`src/cpu_cfg.svh`:
```
`ifndef CPU_CFG_SVH
`define CPU_CFG_SVH

// Machine word width for instruction, AC and MQ
`define CPU_WORD_W 12

// Major-state code wide enough for all 31 states
`define CPU_STATE_W 5

`endif
```
`src/ctrl_pkg.sv`:
```
`include "cpu_cfg.svh"

package ctrl_pkg;

    typedef enum logic [`CPU_STATE_W-1:0]
    {
        F0, FW, F1, F2, F2A, F2B, F3,       // Fetch
        D0, DW, D1, D2, D3,                 // Defer
        E0, EW, E1, E2, E3,                 // Execute
        H0, HW, H1, H2, H3,                 // Halt
        EAE0, EAE1, EAE2, EAE3, EAE4, EAE5, // Extended arithmetic
        DB0, DB1, DB2                       // Data break
    } major_state_e;

endpackage

```
`src/isa_pkg.sv`:
```
package isa_pkg;

    // Coarse class of the instruction word, used by F3 and D3
    typedef enum logic [2:0]
    {
        IC_MRI_DIR,   // Direct opcodes 0-4
        IC_MRI_IND,   // Indirect opcodes 0-4
        IC_JMP_IND,   // JMP I
        IC_IOT_OPR,   // IOT and operate group
        IC_HLT,       // HLT outside user mode
        IC_IOF,       // 6002 never takes an interrupt
        IC_EAE,       // Extended arithmetic
        IC_OTHER      // Direct JMP, done at end of fetch
    } instr_class_e;

    // EAE code from bit 6 and bits 8-10 of the word
    // Routing per mode is done in the sequencer
    typedef enum logic [3:0]
    {
        EAE_NOP,      // SCA alone (7441)
        EAE_SCL,
        EAE_MUY,
        EAE_DIV,
        EAE_NMI,
        EAE_SHL,
        EAE_ASR,
        EAE_LSR,
        EAE_SCA,      // SCA with SCL in mode A, DAD in mode B
        EAE_DAD_DST,  // DST in mode B, SCA with MUY in mode A
        EAE_DPSZ,
        EAE_SIMPLE,   // DPIC, DCM, SAM
        EAE_NONE
    } eae_op_e;

endpackage

```
`src/service_if.sv`:
```
`timescale 1ns/100ps

interface service_if;

    logic halt_req;
    logic int_grant;     // Interrupt may be taken now
    logic break_pending;
    logic break_write;   // Direction held from DB0
    logic in_break;      // Back from the sequencer

    modport arb
    (
        output halt_req, int_grant, break_pending, break_write,
        input  in_break
    );

    modport seq
    (
        input  halt_req, int_grant, break_pending, break_write,
        output in_break
    );

endinterface

```
`src/decode_if.sv`:
```
`timescale 1ns/100ps

interface decode_if;

    isa_pkg::instr_class_e iclass;
    isa_pkg::eae_op_e      eae_op;
    logic                  mode_b_skip;   // DPSZ zero or 6006 with gtf
    logic                  eae_a_skip;    // Skip flag on F2A exit
    logic                  eae_b_skip;    // Skip flag on F2B exit
    logic                  eae_is_muldiv; // Bit 6 clear sends EAE3 to EAE0

    modport dec
    (
        output iclass, eae_op, mode_b_skip, eae_a_skip, eae_b_skip, eae_is_muldiv
    );

    modport seq
    (
        input iclass, eae_op, mode_b_skip, eae_a_skip, eae_b_skip, eae_is_muldiv
    );

endinterface

```
`src/cpu_control_top.sv`:
```
`timescale 1ns/100ps
`include "cpu_cfg.svh"

module cpu_control_top
(
    input  logic                    clk,
    input  logic                    reset,
    input  logic                    halt,
    input  logic                    single_step,
    input  logic                    cont,
    input  logic                    int_req,
    input  logic                    int_ena,
    input  logic                    int_inh,
    input  logic                    uf,
    input  logic                    trigger,
    input  logic [`CPU_WORD_W-1:0]  instruction,
    input  logic [`CPU_WORD_W-1:0]  ac,
    input  logic [`CPU_WORD_W-1:0]  mq,
    input  logic                    eae_mode,
    input  logic                    eae_loop,
    input  logic                    gtf,
    input  logic                    db_write,
    input  logic                    db_read,
    output logic                    eae_skip,
    output logic                    int_in_prog,
    output logic [`CPU_STATE_W-1:0] state
);

    decode_if  dec_bus ();
    service_if svc_bus ();

    instr_decoder u_instr_decoder
    (
        .instruction (instruction),
        .ac          (ac),
        .mq          (mq),
        .gtf         (gtf),
        .uf          (uf),
        .dec         (dec_bus.dec)
    );

    service_arbiter u_service_arbiter
    (
        .clk         (clk),
        .reset       (reset),
        .halt        (halt),
        .int_req     (int_req),
        .int_ena     (int_ena),
        .int_inh     (int_inh),
        .db_write    (db_write),
        .db_read     (db_read),
        .int_in_prog (int_in_prog),
        .iclass      (dec_bus.iclass),
        .svc         (svc_bus.arb)
    );

    major_state_seq u_major_state_seq
    (
        .clk         (clk),
        .reset       (reset),
        .single_step (single_step),
        .cont        (cont),
        .trigger     (trigger),
        .eae_mode    (eae_mode),
        .eae_loop    (eae_loop),
        .dec         (dec_bus.seq),
        .svc         (svc_bus.seq),
        .state       (state),
        .eae_skip    (eae_skip),
        .int_in_prog (int_in_prog)
    );

endmodule

```
`src/major_state_seq.sv`:
```
`timescale 1ns/100ps

module major_state_seq
(
    input  logic                 clk,
    input  logic                 reset,
    input  logic                 single_step,
    input  logic                 cont,
    input  logic                 trigger,
    input  logic                 eae_mode,    // 0 = mode A, 1 = mode B
    input  logic                 eae_loop,
    decode_if.seq                dec,
    service_if.seq               svc,
    output ctrl_pkg::major_state_e state,
    output logic                 eae_skip,
    output logic                 int_in_prog
);

    ctrl_pkg::major_state_e ret_state;   // Resume point after a data break
    ctrl_pkg::major_state_e mem_dest;
    logic                   go;
    logic                   fetch_done;

    assign go = !single_step || cont;

    assign fetch_done = !(dec.iclass inside {isa_pkg::IC_MRI_DIR, isa_pkg::IC_MRI_IND,
                                             isa_pkg::IC_JMP_IND});

    assign mem_dest = (dec.iclass == isa_pkg::IC_MRI_DIR) ? ctrl_pkg::E0 : ctrl_pkg::D0;

    assign svc.in_break = (state == ctrl_pkg::DB0);

    always_ff @(posedge clk)
    begin
        if (reset)
        begin
            state       <= ctrl_pkg::H0;
            int_in_prog <= 1'b0;
            eae_skip    <= 1'b0;
        end
        else
        begin
            case (state)
                ctrl_pkg::F0:
                begin
                    if (go)
                        state <= ctrl_pkg::FW;
                    int_in_prog <= 1'b0;
                    eae_skip    <= 1'b0;
                end
                ctrl_pkg::FW: state <= ctrl_pkg::F1;
                ctrl_pkg::F1:
                begin
                    if (dec.iclass != isa_pkg::IC_EAE)
                        state <= ctrl_pkg::F2;
                    else if (eae_mode)
                        state <= ctrl_pkg::F2B;
                    else
                        state <= ctrl_pkg::F2A;
                end
                ctrl_pkg::F2: state <= ctrl_pkg::F3;
                ctrl_pkg::F2A:
                begin
                    if (dec.eae_a_skip)
                        eae_skip <= 1'b1;
                    if (dec.eae_op inside {isa_pkg::EAE_NOP, isa_pkg::EAE_SCA})
                        state <= ctrl_pkg::F3;
                    else
                        state <= ctrl_pkg::EAE0;
                end
                ctrl_pkg::F2B:
                begin
                    if (dec.eae_b_skip)
                        eae_skip <= 1'b1;
                    case (dec.eae_op)
                        isa_pkg::EAE_MUY,
                        isa_pkg::EAE_DIV,
                        isa_pkg::EAE_SCA,
                        isa_pkg::EAE_DAD_DST: state <= ctrl_pkg::D0;   // Need the operand
                        isa_pkg::EAE_NMI,
                        isa_pkg::EAE_SHL,
                        isa_pkg::EAE_ASR,
                        isa_pkg::EAE_LSR:     state <= ctrl_pkg::EAE0;
                        default:              state <= ctrl_pkg::F3;
                    endcase
                end
                ctrl_pkg::F3:
                begin
                    if (fetch_done)
                    begin
                        if (svc.halt_req)
                            state <= ctrl_pkg::H0;
                        else if (dec.iclass == isa_pkg::IC_HLT)
                            state <= ctrl_pkg::H0;
                        else if (svc.int_grant)
                        begin
                            int_in_prog <= 1'b1;
                            state       <= ctrl_pkg::E0;
                        end
                        else if (svc.break_pending)
                        begin
                            ret_state <= ctrl_pkg::F0;
                            state     <= ctrl_pkg::DB0;
                        end
                        else
                            state <= ctrl_pkg::F0;
                    end
                    else if (svc.break_pending)
                    begin
                        ret_state <= mem_dest;
                        state     <= ctrl_pkg::DB0;
                    end
                    else
                        state <= mem_dest;
                end

                ctrl_pkg::D0:
                begin
                    if (go)
                        state <= ctrl_pkg::DW;
                end
                ctrl_pkg::DW: state <= ctrl_pkg::D1;
                ctrl_pkg::D1: state <= ctrl_pkg::D2;
                ctrl_pkg::D2: state <= ctrl_pkg::D3;
                ctrl_pkg::D3:
                begin
                    if (dec.iclass == isa_pkg::IC_JMP_IND)   // JMP I ends here
                    begin
                        if (svc.int_grant)
                        begin
                            int_in_prog <= 1'b1;
                            state       <= ctrl_pkg::E0;
                        end
                        else if (svc.halt_req)
                            state <= ctrl_pkg::H0;
                        else
                            state <= ctrl_pkg::F0;
                    end
                    else if (dec.iclass == isa_pkg::IC_EAE)
                        state <= ctrl_pkg::EAE2;
                    else
                        state <= ctrl_pkg::E0;
                end

                ctrl_pkg::E0:
                begin
                    if (go)
                        state <= ctrl_pkg::EW;
                end
                ctrl_pkg::EW: state <= ctrl_pkg::E1;
                ctrl_pkg::E1: state <= ctrl_pkg::E2;
                ctrl_pkg::E2: state <= ctrl_pkg::E3;
                ctrl_pkg::E3:
                begin
                    if (svc.halt_req)
                        state <= ctrl_pkg::H0;
                    else if (int_in_prog)               // Vector already taken
                        state <= ctrl_pkg::F0;
                    else if (svc.int_grant)
                    begin
                        int_in_prog <= 1'b1;
                        state       <= ctrl_pkg::E0;
                    end
                    else
                        state <= ctrl_pkg::F0;
                end

                ctrl_pkg::H0: state <= ctrl_pkg::HW;
                ctrl_pkg::HW:
                begin
                    if (cont)
                        state <= ctrl_pkg::F0;
                    else if (trigger)
                        state <= ctrl_pkg::H1;          // Panel cycle
                    else
                        state <= ctrl_pkg::H0;
                end
                ctrl_pkg::H1: state <= ctrl_pkg::H2;
                ctrl_pkg::H2: state <= ctrl_pkg::H3;
                ctrl_pkg::H3: state <= ctrl_pkg::H0;

                ctrl_pkg::EAE0: state <= ctrl_pkg::EAE1;
                ctrl_pkg::EAE1:
                begin
                    if (!eae_loop)
                        state <= ctrl_pkg::F3;
                end
                ctrl_pkg::EAE2: state <= ctrl_pkg::EAE3;
                ctrl_pkg::EAE3:
                begin
                    // Mode B multiply and divide continue in the loop states
                    if (dec.eae_is_muldiv)
                        state <= ctrl_pkg::EAE0;
                    else
                        state <= ctrl_pkg::EAE4;
                end
                ctrl_pkg::EAE4: state <= ctrl_pkg::EAE5;
                ctrl_pkg::EAE5: state <= ctrl_pkg::E3;

                ctrl_pkg::DB0: state <= ctrl_pkg::DB1;
                ctrl_pkg::DB1:
                begin
                    if (svc.break_write)
                        state <= ctrl_pkg::DB2;
                    else
                        state <= ret_state;             // Read is one cycle shorter
                end
                ctrl_pkg::DB2: state <= ret_state;

                default: state <= ctrl_pkg::H0;
            endcase
        end
    end

endmodule

```
`src/service_arbiter.sv`:
```
`timescale 1ns/100ps

module service_arbiter
(
    input  logic                  clk,
    input  logic                  reset,
    input  logic                  halt,
    input  logic                  int_req,
    input  logic                  int_ena,
    input  logic                  int_inh,
    input  logic                  db_write,     // Write from the disk side
    input  logic                  db_read,
    input  logic                  int_in_prog,
    input  isa_pkg::instr_class_e iclass,
    service_if.arb                svc
);

    logic break_dir_q;

    assign svc.halt_req = halt;

    // IOF must not be followed by an interrupt in the same fetch,
    // or ION/IOF sequences would lose the IOF
    assign svc.int_grant = int_req && int_ena && !int_inh && !int_in_prog
                           && (iclass != isa_pkg::IC_IOF);

    assign svc.break_pending = db_write || db_read;

    // Direction sampled in DB0 so DB1 sees a stable value
    always_ff @(posedge clk)
    begin
        if (reset)
            break_dir_q <= 1'b0;
        else if (svc.in_break)
            break_dir_q <= db_write;
    end

    assign svc.break_write = break_dir_q;

endmodule

```
`src/instr_decoder.sv`:
```
`timescale 1ns/100ps
`include "cpu_cfg.svh"

module instr_decoder
(
    input  logic [`CPU_WORD_W-1:0] instruction,
    input  logic [`CPU_WORD_W-1:0] ac,
    input  logic [`CPU_WORD_W-1:0] mq,
    input  logic                   gtf,
    input  logic                   uf,
    decode_if.dec                  dec
);

    logic       is_eae;
    logic       is_hlt;
    logic [3:0] eae_key;

    // Bit 6 and bits 8-10 in the manual's numbering
    assign eae_key = {instruction[5], instruction[3:1]};

    // 7401 is a plain operate NOP and 7447 (SWBA) completes in F2
    assign is_eae = (instruction[11:8] == 4'b1111) && instruction[0]
                    && (eae_key != 4'b0000) && (eae_key != 4'b1011);

    assign is_hlt = ({instruction[11:8], instruction[1:0]} == 6'b111110);

    always_comb
    begin
        if (is_eae)
            dec.iclass = isa_pkg::IC_EAE;
        else if (is_hlt && !uf)                 // User mode traps HLT instead
            dec.iclass = isa_pkg::IC_HLT;
        else if (instruction == 12'o6002)
            dec.iclass = isa_pkg::IC_IOF;
        else if (instruction[11:10] == 2'b11)
            dec.iclass = isa_pkg::IC_IOT_OPR;
        else if (instruction[11:8] == 4'b1011)
            dec.iclass = isa_pkg::IC_JMP_IND;
        else if (instruction[11:8] == 4'b1010)
            dec.iclass = isa_pkg::IC_OTHER;
        else if (instruction[8])                // Indirect bit
            dec.iclass = isa_pkg::IC_MRI_IND;
        else
            dec.iclass = isa_pkg::IC_MRI_DIR;
    end

    always_comb
    begin
        if (!is_eae)
            dec.eae_op = isa_pkg::EAE_NONE;
        else
            case (eae_key)
                4'b0001: dec.eae_op = isa_pkg::EAE_SCL;
                4'b0010: dec.eae_op = isa_pkg::EAE_MUY;
                4'b0011: dec.eae_op = isa_pkg::EAE_DIV;
                4'b0100: dec.eae_op = isa_pkg::EAE_NMI;
                4'b0101: dec.eae_op = isa_pkg::EAE_SHL;
                4'b0110: dec.eae_op = isa_pkg::EAE_ASR;
                4'b0111: dec.eae_op = isa_pkg::EAE_LSR;
                4'b1000: dec.eae_op = isa_pkg::EAE_NOP;     // SCA alone
                4'b1001: dec.eae_op = isa_pkg::EAE_SCA;
                4'b1010: dec.eae_op = isa_pkg::EAE_DAD_DST;
                4'b1100: dec.eae_op = isa_pkg::EAE_DPSZ;
                4'b1101,
                4'b1110,
                4'b1111: dec.eae_op = isa_pkg::EAE_SIMPLE;
                default: dec.eae_op = isa_pkg::EAE_NONE;
            endcase
    end

    assign dec.mode_b_skip = ((dec.eae_op == isa_pkg::EAE_DPSZ) && ((ac | mq) == '0))
                             || ((instruction == 12'o6006) && gtf);

    // Mode A skips on every op except NOP, NMI and the bare SCA forms
    assign dec.eae_a_skip = is_eae && (instruction[2:1] != 2'b00);

    assign dec.eae_b_skip = dec.mode_b_skip
                            || (dec.eae_op inside {isa_pkg::EAE_MUY, isa_pkg::EAE_DIV,
                                                   isa_pkg::EAE_SHL, isa_pkg::EAE_ASR,
                                                   isa_pkg::EAE_LSR, isa_pkg::EAE_SCA,
                                                   isa_pkg::EAE_DAD_DST});

    assign dec.eae_is_muldiv = !instruction[5];

endmodule

```
`config.mk`:
```
export PLATFORM = sky130hd
export DESIGN_NAME = cpu_control_top
export DESIGN_NICKNAME = d
export VERILOG_FILES = /design/src/ctrl_pkg.sv /design/src/isa_pkg.sv /design/src/service_if.sv /design/src/decode_if.sv /design/src/cpu_control_top.sv /design/src/major_state_seq.sv /design/src/service_arbiter.sv /design/src/instr_decoder.sv
export VERILOG_INCLUDE_DIRS = /design/src
export SDC_FILE = /design/constraint.sdc
export NUM_CORES = 1
export LEC_CHECK = 0
export ABC_AREA = 1
export BUFFER_PORTS_ARGS = -buffer_cell sky130_fd_sc_hd__buf_4
export CAP_MARGIN = 10
export CORE_MARGIN = 3
export CORE_UTILIZATION = 50
export CTS_CLUSTER_SIZE = 30
export DETAILED_ROUTE_END_ITERATION = 10
export GPL_TIMING_DRIVEN = 0
export PLACE_DENSITY_LB_ADDON = 0.15
export SLEW_MARGIN = 20
export SYNTH_ARGS = -nofsm -noshare
export SYNTH_HDL_FRONTEND = slang
export SYNTH_SLANG_ARGS = --single-unit
```
`constraint.sdc`:
```
create_clock -name clk -period 2.1 [get_ports clk]
set_input_delay 0.315 -clock clk [delete_from_list [all_inputs] [get_ports clk]]
set_output_delay 0.315 -clock clk [all_outputs]
set_load 0.01 [all_outputs]
```
==> metrics.md <==
| Metric | Value |
|---|---|
| Initial DRT Pass Iterations | `4` |
| Final setup violation count | `0` |
| Mapped Cells | `just over 300` |
| # DRC | `0` |
| Total GRT Usage | `between 20% and 30%` |
| # port buffers | `between 50 and 60` |
| Dominant delay contributor by cell family on the critical path | `simple AND/OR/NAND/NOR gates` |
| Rows | `19` |
| DRT iter0 DRCs | `between 150 and 200` |
| Layout fillers | `around 290` |
| Hold endpoint | `u_service_arbiter.svc.break_write` |
| Biggest fanout along the worst timing path | `7` |
| Most common cell after layout, fill and taps aside | `nand2_1` |
| TritonCTS clock tree | `done` |
| Die Wd | `approximately 60 um` |
| Root Buffer Master | `clkbuf_4` |
| I/O Pins | `a little under 60` |
| Clk Latency, worst-skew pair | `between 0.2 and 0.3 ns` |
| Reg-to-reg startpoint | `u_major_state_seq.state[2]` |
| Arr. time, crit path | `2.09 ns` |
| Hold_buf cts | `0` |
| Sequential group share of total power | `roughly 23%` |
| Antenna Cells | `0` |
| Routability congestion estimate | `0.939` |
| Rel. slew slack | `about three fifths` |
| Setup TNS | `0 ns` |
| Gates resized, CTS repair | `0` |
| Switch Pwr | `around 0.70 mW` |
| R2r worst-path depth | `13` |
| Core ar. | `around 0.0029 mm^2` |
| Worst reg-to-reg setup slack | `around 0.18 ns` |
| Leakage | `between 1 and 1.5 nW` |
| Peak supply drop | `0.623 mV` |
| Clk pin slew, worst setup/hold paths | `approximately 0.07 ns` |
| Setup ws final | `about 0.18 ns` |
| Synth cell types | `27` |
| Routed Antenna Nets | `0` |
| Syn Area/Cell | `5.02 um^2` |
| Status | `completed` |
| Combinational power share | `approximately two thirds` |
| Yosys top cell by area | `nand2_1` |
| CTS buffer count | `3` |
| Final wirelength | `around 5.0 mm` |
| Critical-path top delay cell | `dfxtp_1` |
| Yosys warns | `0` |
| Vias per Instance | `between 5 and 6` |
| TritonCTS Sinks | `11` |
| Post-synth top area share | `a little under a quarter` |
| CP Capture Type | `flip-flop` |
| Total vias in the final route | `2,160` |
| WP buf/inv | `1` |
| Hold Startpoint | `db_write` |
| Switching share of power | `51.1%` |
| First-pass GRT wire length | `between 7 and 8 mm` |
| Kind of critical path | `flip-flop to flip-flop` |
| Die Height | `between 60 and 70 um` |
| Vias in the first global route | `around 1,800` |
| Final critical-path required period | `roughly 1.9 ns` |
| Largest cells by area after synthesis | `nand2_1 23%, nor2_1 15%, nand3_1 12%, dfxtp_1 10%, inv_1 8.7%` |
| Max-cap violations | `0` |
| Worst Hold Class | `input port to flip-flop` |
| Nets@finish | `421` |
| Worst path required time | `~2.3 ns` |
| Remaining Overflow, GRT | `0` |
| Largest net degree at the start of global routing | `11` |
| Slew @ Worst Pin | `around 0.58 ns` |
| Crit path launch | `u_major_state_seq.state[2]` |
| CP most frequent cell | `nand2_1` |
| Layout cell share with drive strength beyond 1 | `between 10% and 20%` |
| Critical R2R Capture | `u_major_state_seq.state[0]` |
| Initial antenna violation count | `0` |
| DP HPWL | `around 4.1 mm` |
| RSZ-0062 raised after global routing | `false` |
| Post-place setup slack | `between 0.1 and 0.15 ns` |
| Fmax | `~0.52 GHz` |
| Pint | `approximately 0.67 mW` |
| Clock skew | `roughly 0.005 ns` |
| Post-layout util | `71.4%` |
| Commonest non-fill, non-tap cells in the layout | `97 x nand2_1, 61 x nor2_1, 56 x buf_4, 36 x inv_1, 36 x nand3_1` |
| Post-CTS setup buffers | `0` |
| Cell Pwr Density | `672 mW/mm^2` |
| Die area | `approximately 0.0038 mm^2` |
| Area delta synth->final | `31.3%` |
| CP Launch Type | `flip-flop` |
| Syn_nets | `360` |
| Htree depth | `1` |
| Max incr delay on CP | `~0.53 ns` |
| Fin. max-slew vios | `0` |
| Deepest clock path buffer count | `2` |
| Fin. Hold Viols | `0` |
| Crit-path cells | `inv_1 -> nor2_2 -> nand3_1 -> nand2_1 -> nor2_1 -> nand2_1 -> nor2_1 -> nand2_1 -> nand2_1 -> nor2_1 -> nand4_1 -> nand2_1 -> nand2_1` |
| Mapped cell area | `~0.0016 mm^2` |
| Routed WL per cell | `roughly 12 um` |
| Initial Utilization | `54.4%` |
| Sequential fraction of the synthesis area | `between 10% and 20%` |
| Yosys reg bits | `11` |
| Worst Hold Depth | `3` |
| Final period util | `91.3%` |
| Clock network power share | `around 11%` |
==> power by group through the flow <==
stage,logic [mW],clock network (mW),registers [mW]
6_report,0.904,0.149,0.314
5_1_grt,0.998,0.156,0.319
4_1_cts,0.890,0.149,0.312
3_5_place_dp,0.886,0,0.317
3_3_place_gp,0.888,0,0.316
2_1_floorplan,0.585,0,0.320
==> area by class of cell <==
| class | instances | area, um^2 | share of cell area, % |
|---|---|---|---|
| well taps | 31 | 38.8 | 1.90 |
| clock buffers | 4 | 26.3 | 1.29 |
| plain buffers | 3 | 13.8 | 0.676 |
| multi-input cells | 254 | 1130 | 55.7 |
| inverters | 41 | 154 | 7.56 |
| flip-flops and latches | 11 | 250 | 12.3 |
| repair buffers | 56 | 420 | 20.6 |
==> metrics by stage <==
stage,hold slack (ns),power [mW],instances,instance area [um^2]
detailed placement,0.464,1.20,396,2010
global route,0.351,1.47,400,2040
floorplan,0.448,0.905,309,1550
CTS,0.324,1.35,400,2040
global placement,0.453,1.20,396,2010
finish,0.329,1.37,400,2040
==> how the worst max path moves through the flow <==
stage	to	slack [ns]	depth (start not counted)
2_1_floorplan	u_major_state_seq.ret_state[1]	0.40	6
5_1_grt	u_major_state_seq.state[0]	0.02	13
3_3_place_gp	u_major_state_seq.ret_state[1]	0.14	7
4_1_cts	u_major_state_seq.state[0]	0.21	13
3_5_place_dp	u_major_state_seq.ret_state[2]	0.12	7
6_report	u_major_state_seq.state[0]	0.18	13
==> per-layer routing <==
layer  vias to the layer above  GRT usage (%)  routed length (um)
met5                         -              0                   0
met4                         0           6.36                  93
met2                       100           42.2                2280
li1                       1115              -                   -
met3                        13           4.34                 469
met1                       932           35.9                2120
==> state kept, by name, indices dropped and copies added (netlist names) <==
register and count:
u_major_state_seq.int_in_prog 1, u_major_state_seq.eae_skip 1, u_major_state_seq.state 5, u_service_arbiter.svc.break_write 1
u_major_state_seq.ret_state 3
==> cell families after synthesis <==
kind of cell | share of synthesized area [%]
AOI/OAI and AO/OA | 12.2
and+or+nand+nor | 60.9
buffers and inverters | 10.8
DFF | 16.1
==> cells in the mapped netlist (all sizes together) <==
cell type	instances
a211oi	2
a21oi	9
and3	1
buf	3
clkinv	1
dfxtp	8
edfxtp	3
inv	40
nand2	98
nand3	36
nand3b	1
nand4	6
nor2	67
nor3	8
nor3b	1
nor4	2
o211ai	1
o21a	2
o21ai	17
o21bai	2
o22ai	1
==> worst register-to-register path: cells and delay by family (launching register included) <==
| kind | cells | cell delay, ns |
|---|---|---|
| AND/OR/NAND/NOR | 12 | 1.18 |
| flip-flops | 1 | 0.53 |
| buffers and inverters | 1 | 0.12 |
(Power assumes the default switching activity.)
